[src/hw/ls_pkg.sv]
`default_nettype none

package ls_pkg;

    // ########################################################################
    // widths
    // ########################################################################

    localparam int WORD_BITS     = 32;
    localparam int BYTE_EN_BITS  = WORD_BITS / 8;
    localparam int LS_SEL_BITS   = 4;
    localparam int RAM_ADDR_BITS = 8;              // word index, addr[9:2]
    localparam int RAM_DEPTH     = 1 << RAM_ADDR_BITS;

    typedef logic [WORD_BITS-1:0]    word_t;
    typedef logic [BYTE_EN_BITS-1:0] byte_en_t;    // bit i covers byte i
    typedef logic [LS_SEL_BITS-1:0]  ls_sel_t;
    typedef logic                    slot_t;

    localparam slot_t SLOT_C = 1'b0;   // older, master slot
    localparam slot_t SLOT_P = 1'b1;

    // load/store selector codes
    localparam ls_sel_t LS_SEL_NONE = 4'd0;
    localparam ls_sel_t LS_SEL_LB   = 4'd1;
    localparam ls_sel_t LS_SEL_LBU  = 4'd2;
    localparam ls_sel_t LS_SEL_LH   = 4'd3;
    localparam ls_sel_t LS_SEL_LHU  = 4'd4;
    localparam ls_sel_t LS_SEL_LW   = 4'd5;
    localparam ls_sel_t LS_SEL_LWL  = 4'd6;
    localparam ls_sel_t LS_SEL_LWR  = 4'd7;
    localparam ls_sel_t LS_SEL_SB   = 4'd8;
    localparam ls_sel_t LS_SEL_SH   = 4'd9;
    localparam ls_sel_t LS_SEL_SW   = 4'd10;
    localparam ls_sel_t LS_SEL_SWL  = 4'd11;
    localparam ls_sel_t LS_SEL_SWR  = 4'd12;

    // ########################################################################
    // bundles
    // ########################################################################

    typedef struct packed {
        logic    ena;
        ls_sel_t sel;
        word_t   addr;
        word_t   rt_data;
        logic    has_exception;
    } ls_req_t;

    typedef struct packed {
        logic     en;
        byte_en_t wen;
        word_t    addr;
        word_t    wdata;
    } ram_req_t;

    typedef struct packed {
        logic  valid;
        slot_t slot;
        word_t data;
    } load_rsp_t;

endpackage

`default_nettype wire

[src/hw/load_align.sv]
`timescale 1ns/1ps
`default_nettype none

module load_align (
    input  wire                    clk,
    input  wire                    rst_n,
    input  wire                    issue_load,
    input  wire ls_pkg::slot_t     issue_slot,
    input  wire ls_pkg::ls_sel_t   issue_sel,
    input  wire [1:0]              issue_offset,
    input  wire ls_pkg::word_t     issue_rt,
    input  wire ls_pkg::word_t     rdata,
    output ls_pkg::load_rsp_t      load_rsp
);

    import ls_pkg::*;

    logic        valid_q;
    slot_t       slot_q;
    ls_sel_t     sel_q;
    logic [1:0]  off_q;
    word_t       rt_q;
    logic [7:0]  byte_v;
    logic [15:0] half_v;
    word_t       data_v;

    // ########################################################################
    // ex/mem register
    // ########################################################################

    always_ff @(posedge clk or negedge rst_n) begin
        if (!rst_n) begin
            valid_q <= 1'b0;
        end else begin
            valid_q <= issue_load;
        end
    end

    always_ff @(posedge clk) begin
        if (issue_load) begin
            slot_q <= issue_slot;
            sel_q  <= issue_sel;
            off_q  <= issue_offset;
            rt_q   <= issue_rt;
        end
    end

    // ########################################################################
    // alignment
    // ########################################################################

    assign byte_v = rdata[{off_q, 3'b000} +: 8];
    assign half_v = off_q[1] ? rdata[31:16] : rdata[15:0];

    always_comb begin
        case (sel_q)
            LS_SEL_LB:  data_v = {{24{byte_v[7]}}, byte_v};
            LS_SEL_LBU: data_v = {24'h0, byte_v};
            LS_SEL_LH:  data_v = {{16{half_v[15]}}, half_v};
            LS_SEL_LHU: data_v = {16'h0, half_v};
            LS_SEL_LWL: begin
                // low k+1 memory bytes go to the top
                case (off_q)
                    2'd0:    data_v = {rdata[7:0],  rt_q[23:0]};
                    2'd1:    data_v = {rdata[15:0], rt_q[15:0]};
                    2'd2:    data_v = {rdata[23:0], rt_q[7:0]};
                    default: data_v = rdata;
                endcase
            end
            LS_SEL_LWR: begin
                // memory bytes 3..k go to the bottom
                case (off_q)
                    2'd0:    data_v = rdata;
                    2'd1:    data_v = {rt_q[31:24], rdata[31:8]};
                    2'd2:    data_v = {rt_q[31:16], rdata[31:16]};
                    default: data_v = {rt_q[31:8],  rdata[31:24]};
                endcase
            end
            default:    data_v = rdata;   // lw
        endcase
    end

    assign load_rsp = '{valid: valid_q, slot: slot_q, data: data_v};

endmodule

`default_nettype wire

[config.mk]
export PLATFORM = sky130hd
export DESIGN_NAME = load_align
export DESIGN_NICKNAME = d
export VERILOG_FILES = /design/src/hw/ls_pkg.sv /design/src/hw/load_align.sv
export SDC_FILE = /design/constraint.sdc
export NUM_CORES = 1
export LEC_CHECK = 0
export ABC_CLOCK_PERIOD_IN_PS = 2300
export BUFFER_PORTS_ARGS = -buffer_cell sky130_fd_sc_hd__buf_2
export CORE_MARGIN = 1.5
export CORE_UTILIZATION = 28
export DETAILED_ROUTE_END_ITERATION = 10
export PLACE_DENSITY = 0.55
export RECOVER_POWER = 100
export SYNTH_ARGS = -nofsm -noshare
export SYNTH_HDL_FRONTEND = slang
export SYNTH_SLANG_ARGS = --single-unit
[constraint.sdc]
create_clock -name clk -period 2.3 [get_ports clk]
set_input_delay 0.115 -clock clk [delete_from_list [all_inputs] [get_ports clk]]
set_output_delay 0.115 -clock clk [all_outputs]
set_load 0.01 [all_outputs]
==> summary.txt <==
P_sw - 754 µW
Mapped Nets - 385
clk buf depth - 2
Final #Nets - 533
vias per cell - 5.20
Worst EP arrival - 2110 ps
sw frac - 0.324
flops & latches, synth - 40
final slew viol count - 0
max_cap viols - 0
Die Y - 108 µm
Final Cycle Share - 0.966
# diodes - 0
vias - 3120
DR WL/cell - 17.8 µm
commonest non-fill, non-tap cells in the layout - buf_2 (86), mux2i_1 (42), edfxtp_1 (39)
Final Power - 2330 µW
Final Critical Period - 2220 ps
CTS root buffer - clkbuf_8
Post-synth ARST share - 0.0250
Max VDD drop - 265 µV
initial antenna violation count - 0
design area - 4420 µm²
Area Growth Syn to Fin - 42.0%
CORE AREA - 10800 µm²
status - finished, violations left
global-route wire length before repair - 16000 µm
final setup margin - 79.2 ps
GR Overflow Total - 0
Yosys cell types - 42
drt first pass iters - 4
IO buf count - 107
Clk network pwr share - 0.255
final setup TNS - 0 ps
largest net degree at the start of global routing - 48
DRT Wirelength - 10700 µm
Post-synth EDFFs - 39
Syn. warnings - 0
clock sink count - 40
crit path kind - reg2out
Worst Hold Path EP - sel_q[3]$_DFFE_PP_
worst slack, placed - 181 ps
final setup fails - 0
CTS H-Tree Depth - 2
Min-Delay Path Class - in2reg
vias in the first global route - 2975
starting density of the core - 0.287
sequential fraction of design power - 0.384
antenna viol nets, final - 0
clock-pin transition on the worst setup and hold timing paths - 80 ps
P_leak - 0.00180 µW
Total Routing Usage GR - 0.180
Power Density - 528 nW/µm²
Core Rows - 38
Crit. End Element - primary output
Final Hold Vio Count - 1
Die ar. - 11800 µm²
TritonCTS Buffers - 5
layout cell share with drive strength beyond 1 - 0.341
hpwl dp - 7260 µm
CP required - 2180 ps
Worst Tran Pin Value - 1070 ps
worst hold start - issue_sel[3]
synthesized area per cell - 10.0 µm²
Die Wd - 108 µm
Hold WS - -0.378 ps
Comb power frac - 0.360
I/O pins - 108
DRC violations left - 0
CTS tree - done
Post-synth top flop - edfxtp_1
CP Max Fanout - 4
Hold Crit Depth - 1
CP Launch Type - flip-flop
routability cong. - 0.800
register area share after synthesis - 0.385
violated checks - hold timing
maximum clock frequency - 450 MHz
commonest non-fill, non-tap cell in the layout - buf_2
Post-Place Cell Area - 3820 µm²
Cell Area, Synth - 3110 µm²
Slew HR - 0.284
1st-iter DRT viols - 140
P_int - 1580 µW
post-synthesis cell count - 311
logic make-up after synthesis:
group / share of synthesized area
xor+xnor: 0.00563
compound gates: 0.243
flops: 0.385
simple gates: 0.126
mux: 0.187
buf+inv: 0.0531
power by group through the flow:
stage	clock, µW	combinational, µW	sequential [µW]
after floorplan	0	460	896
after global placement	0	743	917
after detailed placement	0	752	919
after CTS	617	815	900
after global routing	646	910	902
final	595	840	896
through the flow:
| stage | cells | utilization |
|---|---|---|
| 2_1_floorplan | 311 | - |
| 5_1_grt | 600 | 0.407 |
| 6_report | 600 | 0.407 |
| 3_3_place_gp | 545 | 0.353 |
| 3_5_place_dp | 545 | 0.353 |
| 4_1_cts | 589 | 0.397 |
cell type report:
class / count / area (µm²)
tap: 140 / 175
inverter: 3 / 11.3
multi-input combinational: 238 / 1800
timing repair buffer: 171 / 1130
clock buffer: 6 / 72.6
sequential: 40 / 1200
fill: 1111 / 6420
clock inverter: 2 / 35.0
routing by layer:
| layer | track usage | up-vias | part of all wire |
|---|---|---|---|
| met5 | 0 | - | 0 |
| li1 | - | 1514 | - |
| met3 | 0.0362 | 11 | 0.058 |
| met1 | 0.232 | 1487 | 0.44 |
| met2 | 0.302 | 108 | 0.49 |
| met4 | 0.0555 | 0 | 0.011 |
synthesized netlist by cell type (all sizes together) (2+ instances only):
master,number,area [µm²]
mux2i,44,448
edfxtp,39,1170
a21oi,26,130
nor2,24,90.1
buf,23,128
nand2,21,78.8
a32oi,12,105
mux2,12,135
o21ai,10,50.1
nor2b,9,56.3
a211o,8,70.1
a221o,8,80.1
a22oi,8,60.1
nand3,8,40.0
o2bb2ai,8,70.1
clkbuf,7,26.3
nand3b,5,37.5
o211ai,5,37.5
a2bb2oi,4,35.0
a31oi,4,25.0
o32a,4,40.0
inv,3,11.3
a21o,2,15.0
nand2b,2,12.5
xnor2,2,17.5
sequential cells by signal, indices dropped and copies added (netlist names):
register and flops:
off_q 2, rt_q 32, sel_q 4, slot_q 1, valid_q 1
worst max-delay path, cell delays in order (launching register included):
cell	delay (ps)
edfxtp_1	390
buf_4	160
mux2i_4	210
a221oi_2	120
or3_4	420
o32a_1	380
buf_2	150
how the worst max path moves through the flow:
stage	slack, ps	start	endpoint
after CTS	10	off_q[1]$_DFFE_PP_	load_rsp[5]
after floorplan	550	off_q[1]$_DFFE_PP_	load_rsp[11]
after detailed placement	180	off_q[1]$_DFFE_PP_	load_rsp[14]
after global routing	-2	off_q[1]$_DFFE_PP_	load_rsp[13]
after global placement	220	sel_q[3]$_DFFE_PP_	load_rsp[15]
final	80	off_q[1]$_DFFE_PP_	load_rsp[13]
timing repair:
item / 4_1_cts / 5_1_grt
gates resized for setup: 6 / 6
buffers inserted: 4 / 8
pin swaps: 0 / 4
hold buffers: 32 / 3
endpoints found under the hold margin: 32 / 3
endpoints found under the setup margin: 25 / 25
(Power assumes the default switching activity.)
