[src/hw/ls_pkg.sv]
`default_nettype none

package ls_pkg;

    // ########################################################################
    // widths
    // ########################################################################

    localparam int WORD_BITS     = 32;
    localparam int BYTE_EN_BITS  = WORD_BITS / 8;
    localparam int LS_SEL_BITS   = 4;
    localparam int RAM_ADDR_BITS = 8;              // word index, addr[9:2]
    localparam int RAM_DEPTH     = 1 << RAM_ADDR_BITS;

    typedef logic [WORD_BITS-1:0]    word_t;
    typedef logic [BYTE_EN_BITS-1:0] byte_en_t;    // bit i covers byte i
    typedef logic [LS_SEL_BITS-1:0]  ls_sel_t;
    typedef logic                    slot_t;

    localparam slot_t SLOT_C = 1'b0;   // older, master slot
    localparam slot_t SLOT_P = 1'b1;

    // load/store selector codes
    localparam ls_sel_t LS_SEL_NONE = 4'd0;
    localparam ls_sel_t LS_SEL_LB   = 4'd1;
    localparam ls_sel_t LS_SEL_LBU  = 4'd2;
    localparam ls_sel_t LS_SEL_LH   = 4'd3;
    localparam ls_sel_t LS_SEL_LHU  = 4'd4;
    localparam ls_sel_t LS_SEL_LW   = 4'd5;
    localparam ls_sel_t LS_SEL_LWL  = 4'd6;
    localparam ls_sel_t LS_SEL_LWR  = 4'd7;
    localparam ls_sel_t LS_SEL_SB   = 4'd8;
    localparam ls_sel_t LS_SEL_SH   = 4'd9;
    localparam ls_sel_t LS_SEL_SW   = 4'd10;
    localparam ls_sel_t LS_SEL_SWL  = 4'd11;
    localparam ls_sel_t LS_SEL_SWR  = 4'd12;

    // ########################################################################
    // bundles
    // ########################################################################

    typedef struct packed {
        logic    ena;
        ls_sel_t sel;
        word_t   addr;
        word_t   rt_data;
        logic    has_exception;
    } ls_req_t;

    typedef struct packed {
        logic     en;
        byte_en_t wen;
        word_t    addr;
        word_t    wdata;
    } ram_req_t;

    typedef struct packed {
        logic  valid;
        slot_t slot;
        word_t data;
    } load_rsp_t;

endpackage

`default_nettype wire

[src/hw/ls_issue_ctrl.sv]
`timescale 1ns/1ps
`default_nettype none

module ls_issue_ctrl (
    input  wire ls_pkg::ls_req_t   req_c,
    input  wire ls_pkg::ls_req_t   req_p,
    input  wire                    mem_c_has_exception,
    input  wire                    mem_p_has_exception,
    output logic                   c_is_data_adel,
    output logic                   c_is_data_ades,
    output logic                   p_is_data_adel,
    output logic                   p_is_data_ades,
    output ls_pkg::ram_req_t       ram_req,
    output logic                   issue_load,
    output ls_pkg::slot_t          issue_slot,
    output ls_pkg::ls_sel_t        issue_sel,
    output logic [1:0]             issue_offset,
    output ls_pkg::word_t          issue_rt
);

    import ls_pkg::*;

    logic    mem_clear;
    logic    c_grant;
    logic    p_grant;
    logic    granted;
    ls_req_t win;

    // ########################################################################
    // decode helpers
    // ########################################################################

    function automatic logic load_adel(ls_req_t r);
        logic is_half;
        logic is_word;
        is_half = (r.sel == LS_SEL_LH) || (r.sel == LS_SEL_LHU);
        is_word = (r.sel == LS_SEL_LW);
        return r.ena & ((is_half & r.addr[0]) | (is_word & (|r.addr[1:0])));
    endfunction

    function automatic logic store_ades(ls_req_t r);
        logic is_half;
        logic is_word;
        is_half = (r.sel == LS_SEL_SH);
        is_word = (r.sel == LS_SEL_SW);
        return r.ena & ((is_half & r.addr[0]) | (is_word & (|r.addr[1:0])));
    endfunction

    function automatic logic is_load(ls_sel_t sel);
        return sel inside {LS_SEL_LB, LS_SEL_LBU, LS_SEL_LH, LS_SEL_LHU,
                           LS_SEL_LW, LS_SEL_LWL, LS_SEL_LWR};
    endfunction

    function automatic byte_en_t store_wen(ls_sel_t sel, logic [1:0] k);
        byte_en_t wen;
        case (sel)
            LS_SEL_SB:  wen = byte_en_t'(1) << k;
            LS_SEL_SH: begin
                if (k[0]) begin
                    wen = 4'b0000;     // misaligned, reported as ades
                end else begin
                    wen = k[1] ? 4'b1100 : 4'b0011;
                end
            end
            LS_SEL_SW:  wen = 4'b1111;
            LS_SEL_SWL: wen = 4'b1111 >> (2'd3 - k);   // bytes 0..k
            LS_SEL_SWR: wen = 4'b1111 << k;            // bytes k..3
            default:    wen = 4'b0000;
        endcase
        return wen;
    endfunction

    function automatic word_t store_wdata(ls_sel_t sel, logic [1:0] k, word_t rt);
        word_t wdata;
        case (sel)
            LS_SEL_SB:  wdata = {4{rt[7:0]}};
            LS_SEL_SH:  wdata = {2{rt[15:0]}};
            LS_SEL_SW:  wdata = rt;
            LS_SEL_SWL: wdata = rt >> {2'd3 - k, 3'b000};
            LS_SEL_SWR: wdata = rt << {k, 3'b000};
            default:    wdata = '0;
        endcase
        return wdata;
    endfunction

    // ########################################################################
    // address errors, per slot
    // ########################################################################

    assign c_is_data_adel = load_adel(req_c);
    assign c_is_data_ades = store_ades(req_c);
    assign p_is_data_adel = load_adel(req_p);
    assign p_is_data_ades = store_ades(req_p);

    // ########################################################################
    // grant and ram request
    // ########################################################################

    assign mem_clear = ~mem_c_has_exception & ~mem_p_has_exception;
    assign c_grant   = req_c.ena & ~req_c.has_exception & mem_clear;
    assign p_grant   = req_p.ena & ~req_p.has_exception & ~req_c.has_exception & mem_clear;
    assign granted   = c_grant | p_grant;

    // only one slot carries a memory op per cycle, so a plain mux will do
    assign win = c_grant ? req_c : req_p;

    always_comb begin
        ram_req.en    = granted;
        ram_req.wen   = granted ? store_wen(win.sel, win.addr[1:0]) : '0;
        ram_req.addr  = win.addr;
        ram_req.wdata = store_wdata(win.sel, win.addr[1:0], win.rt_data);
    end

    // forwarded to the mem stage
    assign issue_load   = granted & is_load(win.sel);
    assign issue_slot   = c_grant ? SLOT_C : SLOT_P;
    assign issue_sel    = granted ? win.sel : LS_SEL_NONE;
    assign issue_offset = win.addr[1:0];
    assign issue_rt     = win.rt_data;    // old rt, for lwl/lwr merge

endmodule

`default_nettype wire

[config.mk]
export PLATFORM = sky130hd
export DESIGN_NAME = ls_issue_ctrl
export DESIGN_NICKNAME = d
export VERILOG_FILES = /design/src/hw/ls_pkg.sv /design/src/hw/ls_issue_ctrl.sv
export SDC_FILE = /design/constraint.sdc
export NUM_CORES = 1
export LEC_CHECK = 0
export BUFFER_PORTS_ARGS = -buffer_cell sky130_fd_sc_hd__buf_4
export CAP_MARGIN = 30
export CORE_AREA = 2 2 99 101
export DETAILED_ROUTE_END_ITERATION = 8
export DIE_AREA = 0 0 101 103
export PLACE_DENSITY = 0.69
export REMOVE_ABC_BUFFERS = 1
export SLEW_MARGIN = 20
export SYNTH_ARGS = -nofsm -noshare
export SYNTH_HDL_FRONTEND = slang
export SYNTH_SLANG_ARGS = --single-unit
[constraint.sdc]
create_clock -name vclk -period 1.8
set_input_delay 0.09 -clock vclk [all_inputs]
set_output_delay 0.09 -clock vclk [all_outputs]
set_load 0.05 [all_outputs]
==> flow_summary.toml <==
[logic_synthesis]
ys_top_cells_by_count = "nand2_1, mux2i_1, a21oi_1"
yosys-mux-area-fraction_pct = 23.0
yosysWarnings = 0
synth_fa_ha_area_share_pct = 0
synth_area_um2 = 3010
synth-compound-area-share_pct = 32.2
synth_area_per_cell_um2 = 6.03
yosys.cell_count.top_type = "nand2_1"
syn_inst = 500
yosys.area.top_type = "nand2_1"
ys_seq_area_share_pct = 0
synth_area_leaders = "nand2_1, mux2i_1, mux2_2"
synth-simple-area-share_pct = 34.5
ys_types = 56
synth_top_family_by_area = "simple AND/OR/NAND/NOR gates"
synth-xor-area-share_pct = 0.581
synth_top_area_share_pct = 19.6

[floorplan]
rows = 36
initial_core_util_pct = 31.9
die_y_um = 103
die_area_um2 = 10400
io_pins = 255
core_area_um2 = 9460
die_w_um = 101

[detailed_routing]
drt_pre_antenna_iters = 5
ant_nets = 0
drc_errors = 0
via_per_inst = 6.12
vias = 6124
drt_iter0_markers = 571
wire_per_inst_um = 21.7
drt-total-wl_mm = 21.8

[critical_path]
worst_ep_required_time_ps = 1710
cp_common_cell = "buf_6"
critPathSlowestCell = "a2111o_1"
critical_path_arrival_ps = 2170
critPathMaxStageDelay_ps = 430
critPathLaunchType = "input port"
worstSetupEndpointType = "primary output"
critical_path_class = "in -> out"
path_max_fanout = 6
path_cells = "buf_8, nor4b_4, buf_6, clkinv_8, buf_6, mux2i_4, a2111o_1, o21a_1, o2111ai_2, buf_6"

[cells_and_area]
post-route-util_pct = 82.2
final_cells = 1001
drive_above_1_share_pct = 64.0
n_clock_buffer = 0
nFillCells = 548
regArea_um2 = 0
areaGrowthSynthToFinish_pct = 158
nets = 1031
flops_and_latches = 0
diodes = 0
fin_area_um2 = 7770
multi_input_area_um2 = 3490

[timing]
hold_viol_final = 0
fin_crit_sh_pct = 125
max_freq_ghz = 0.443
setup_tns_ps = -12790
max_slew.worst_pin.slew_ps = 462
setup_viol = 43
max_slew_margin_pct = 68.9
rsz0062_at_grt = "true"
worst_slack_ps = -457
maxSlewViolCount = 0
fin_crit_ps = 2260

[power_and_ir_drop]
p_leak_nw = 3.77
ir_drop_mv = 0.205
power_density_nw_per_um2 = 332

[grt]
overflow = 0
antenna_found_initial = 0
track_usage_pct = 32.6
grt_pass1_wl_mm = 27.4
grt_pass1_vias = 5510
grt_max_degree = 34

[placed_design]
placed_area_um2 = 5900
post-place-ws_ps = -582
port_buffers = 255
gp_congestion = 0.941
placed_cells_incl_taps = 950
dp_hpwl_mm = 13.2

[outcome]
violations = "setup timing"
status = "finished with violations"

[clock_tree]
cts_hold_buf = 0

[flow_run]
cap_violations = 0

[hold_path]
worstHoldPathType = "in -> out"
[layer usage]
layer	part of all wire [%]	GRT usage, %
met3	10	5.02
met5	0	0
met4	6.5	12.5
met1	34	36.8
met2	49	61.7
[final timing paths]
kind	from	to	slack, ps	depth (start not counted)
worst min-delay path	req_c[51]	ram_req[50]	500	4
worst max-delay path	mem_p_has_exception	ram_req[25]	-460	10
[critical path: cells and delay by family]
| family | cells | cell delay [ps] |
|---|---|---|
| mux | 1 | 190 |
| simple gates | 1 | 320 |
| compound gates | 3 | 860 |
| buf+inv | 5 | 700 |
[final cells by class]
| type | instances | area share (%) |
|---|---|---|
| timing repair buffer | 431 | 51.9 |
| multi-input combinational | 432 | 44.9 |
| tap | 114 | 1.84 |
| inverter | 24 | 1.42 |
[power breakdown]
| part | leakage, nW | internal [W] | switching, W |
|---|---|---|---|
| clock | 0 | 0 | 0 |
| combinational | 3.77 | 0.00113 | 0.00145 |
| sequential | 0 | 0 | 0 |
| total | 3.77 | 0.00113 | 0.00145 |
[kinds of logic (layout without fill, tap and decap cells)]
logic type,count (synthesis),in the layout
simple gates,232,232
mux,66,66
compound gates,132,132
buf+inv,68,455
xor+xnor,2,2
[placed cells by master (no fill, tap or decap), drive strengths merged, types with 3 or more instances in the layout]
cell | Yosys | final
buf | 26 | 429
nand2 | 157 | 157
mux2i | 49 | 49
inv | 23 | 23
a21oi | 22 | 22
o21ai | 18 | 18
mux2 | 17 | 17
nor2 | 17 | 17
nor2b | 12 | 12
o22ai | 12 | 12
nand2b | 10 | 10
nor3 | 10 | 10
a211oi | 9 | 9
o22a | 8 | 8
o221ai | 7 | 7
and3 | 7 | 7
a311oi | 5 | 5
a221o | 5 | 5
o2bb2ai | 5 | 5
nand3 | 5 | 5
nor3b | 4 | 4
o211ai | 4 | 4
a222oi | 4 | 4
a211o | 4 | 4
o2111ai | 4 | 4
a31oi | 4 | 4
and2 | 3 | 3
a2111o | 3 | 3
o21a | 3 | 3
a2bb2oi | 3 | 3
[through the flow]
stage	hold slack (ps)	total power, W
5_1_grt	519	0.00267
2_1_floorplan	358	0.00105
3_5_place_dp	505	0.00199
6_report	504	0.00258
4_1_cts	524	0.00229
3_3_place_gp	508	0.00196
[repair_timing]
| action | in CTS | in global routing |
|---|---|---|
| pin swaps | 42 | 29 |
| cloned | 6 | 2 |
| buffers inserted | 31 | 23 |
| endpoints found under the setup margin | 77 | 82 |
| gates resized for setup | 183 | 144 |
No activity file was read; power rests on OpenSTA's default activity.
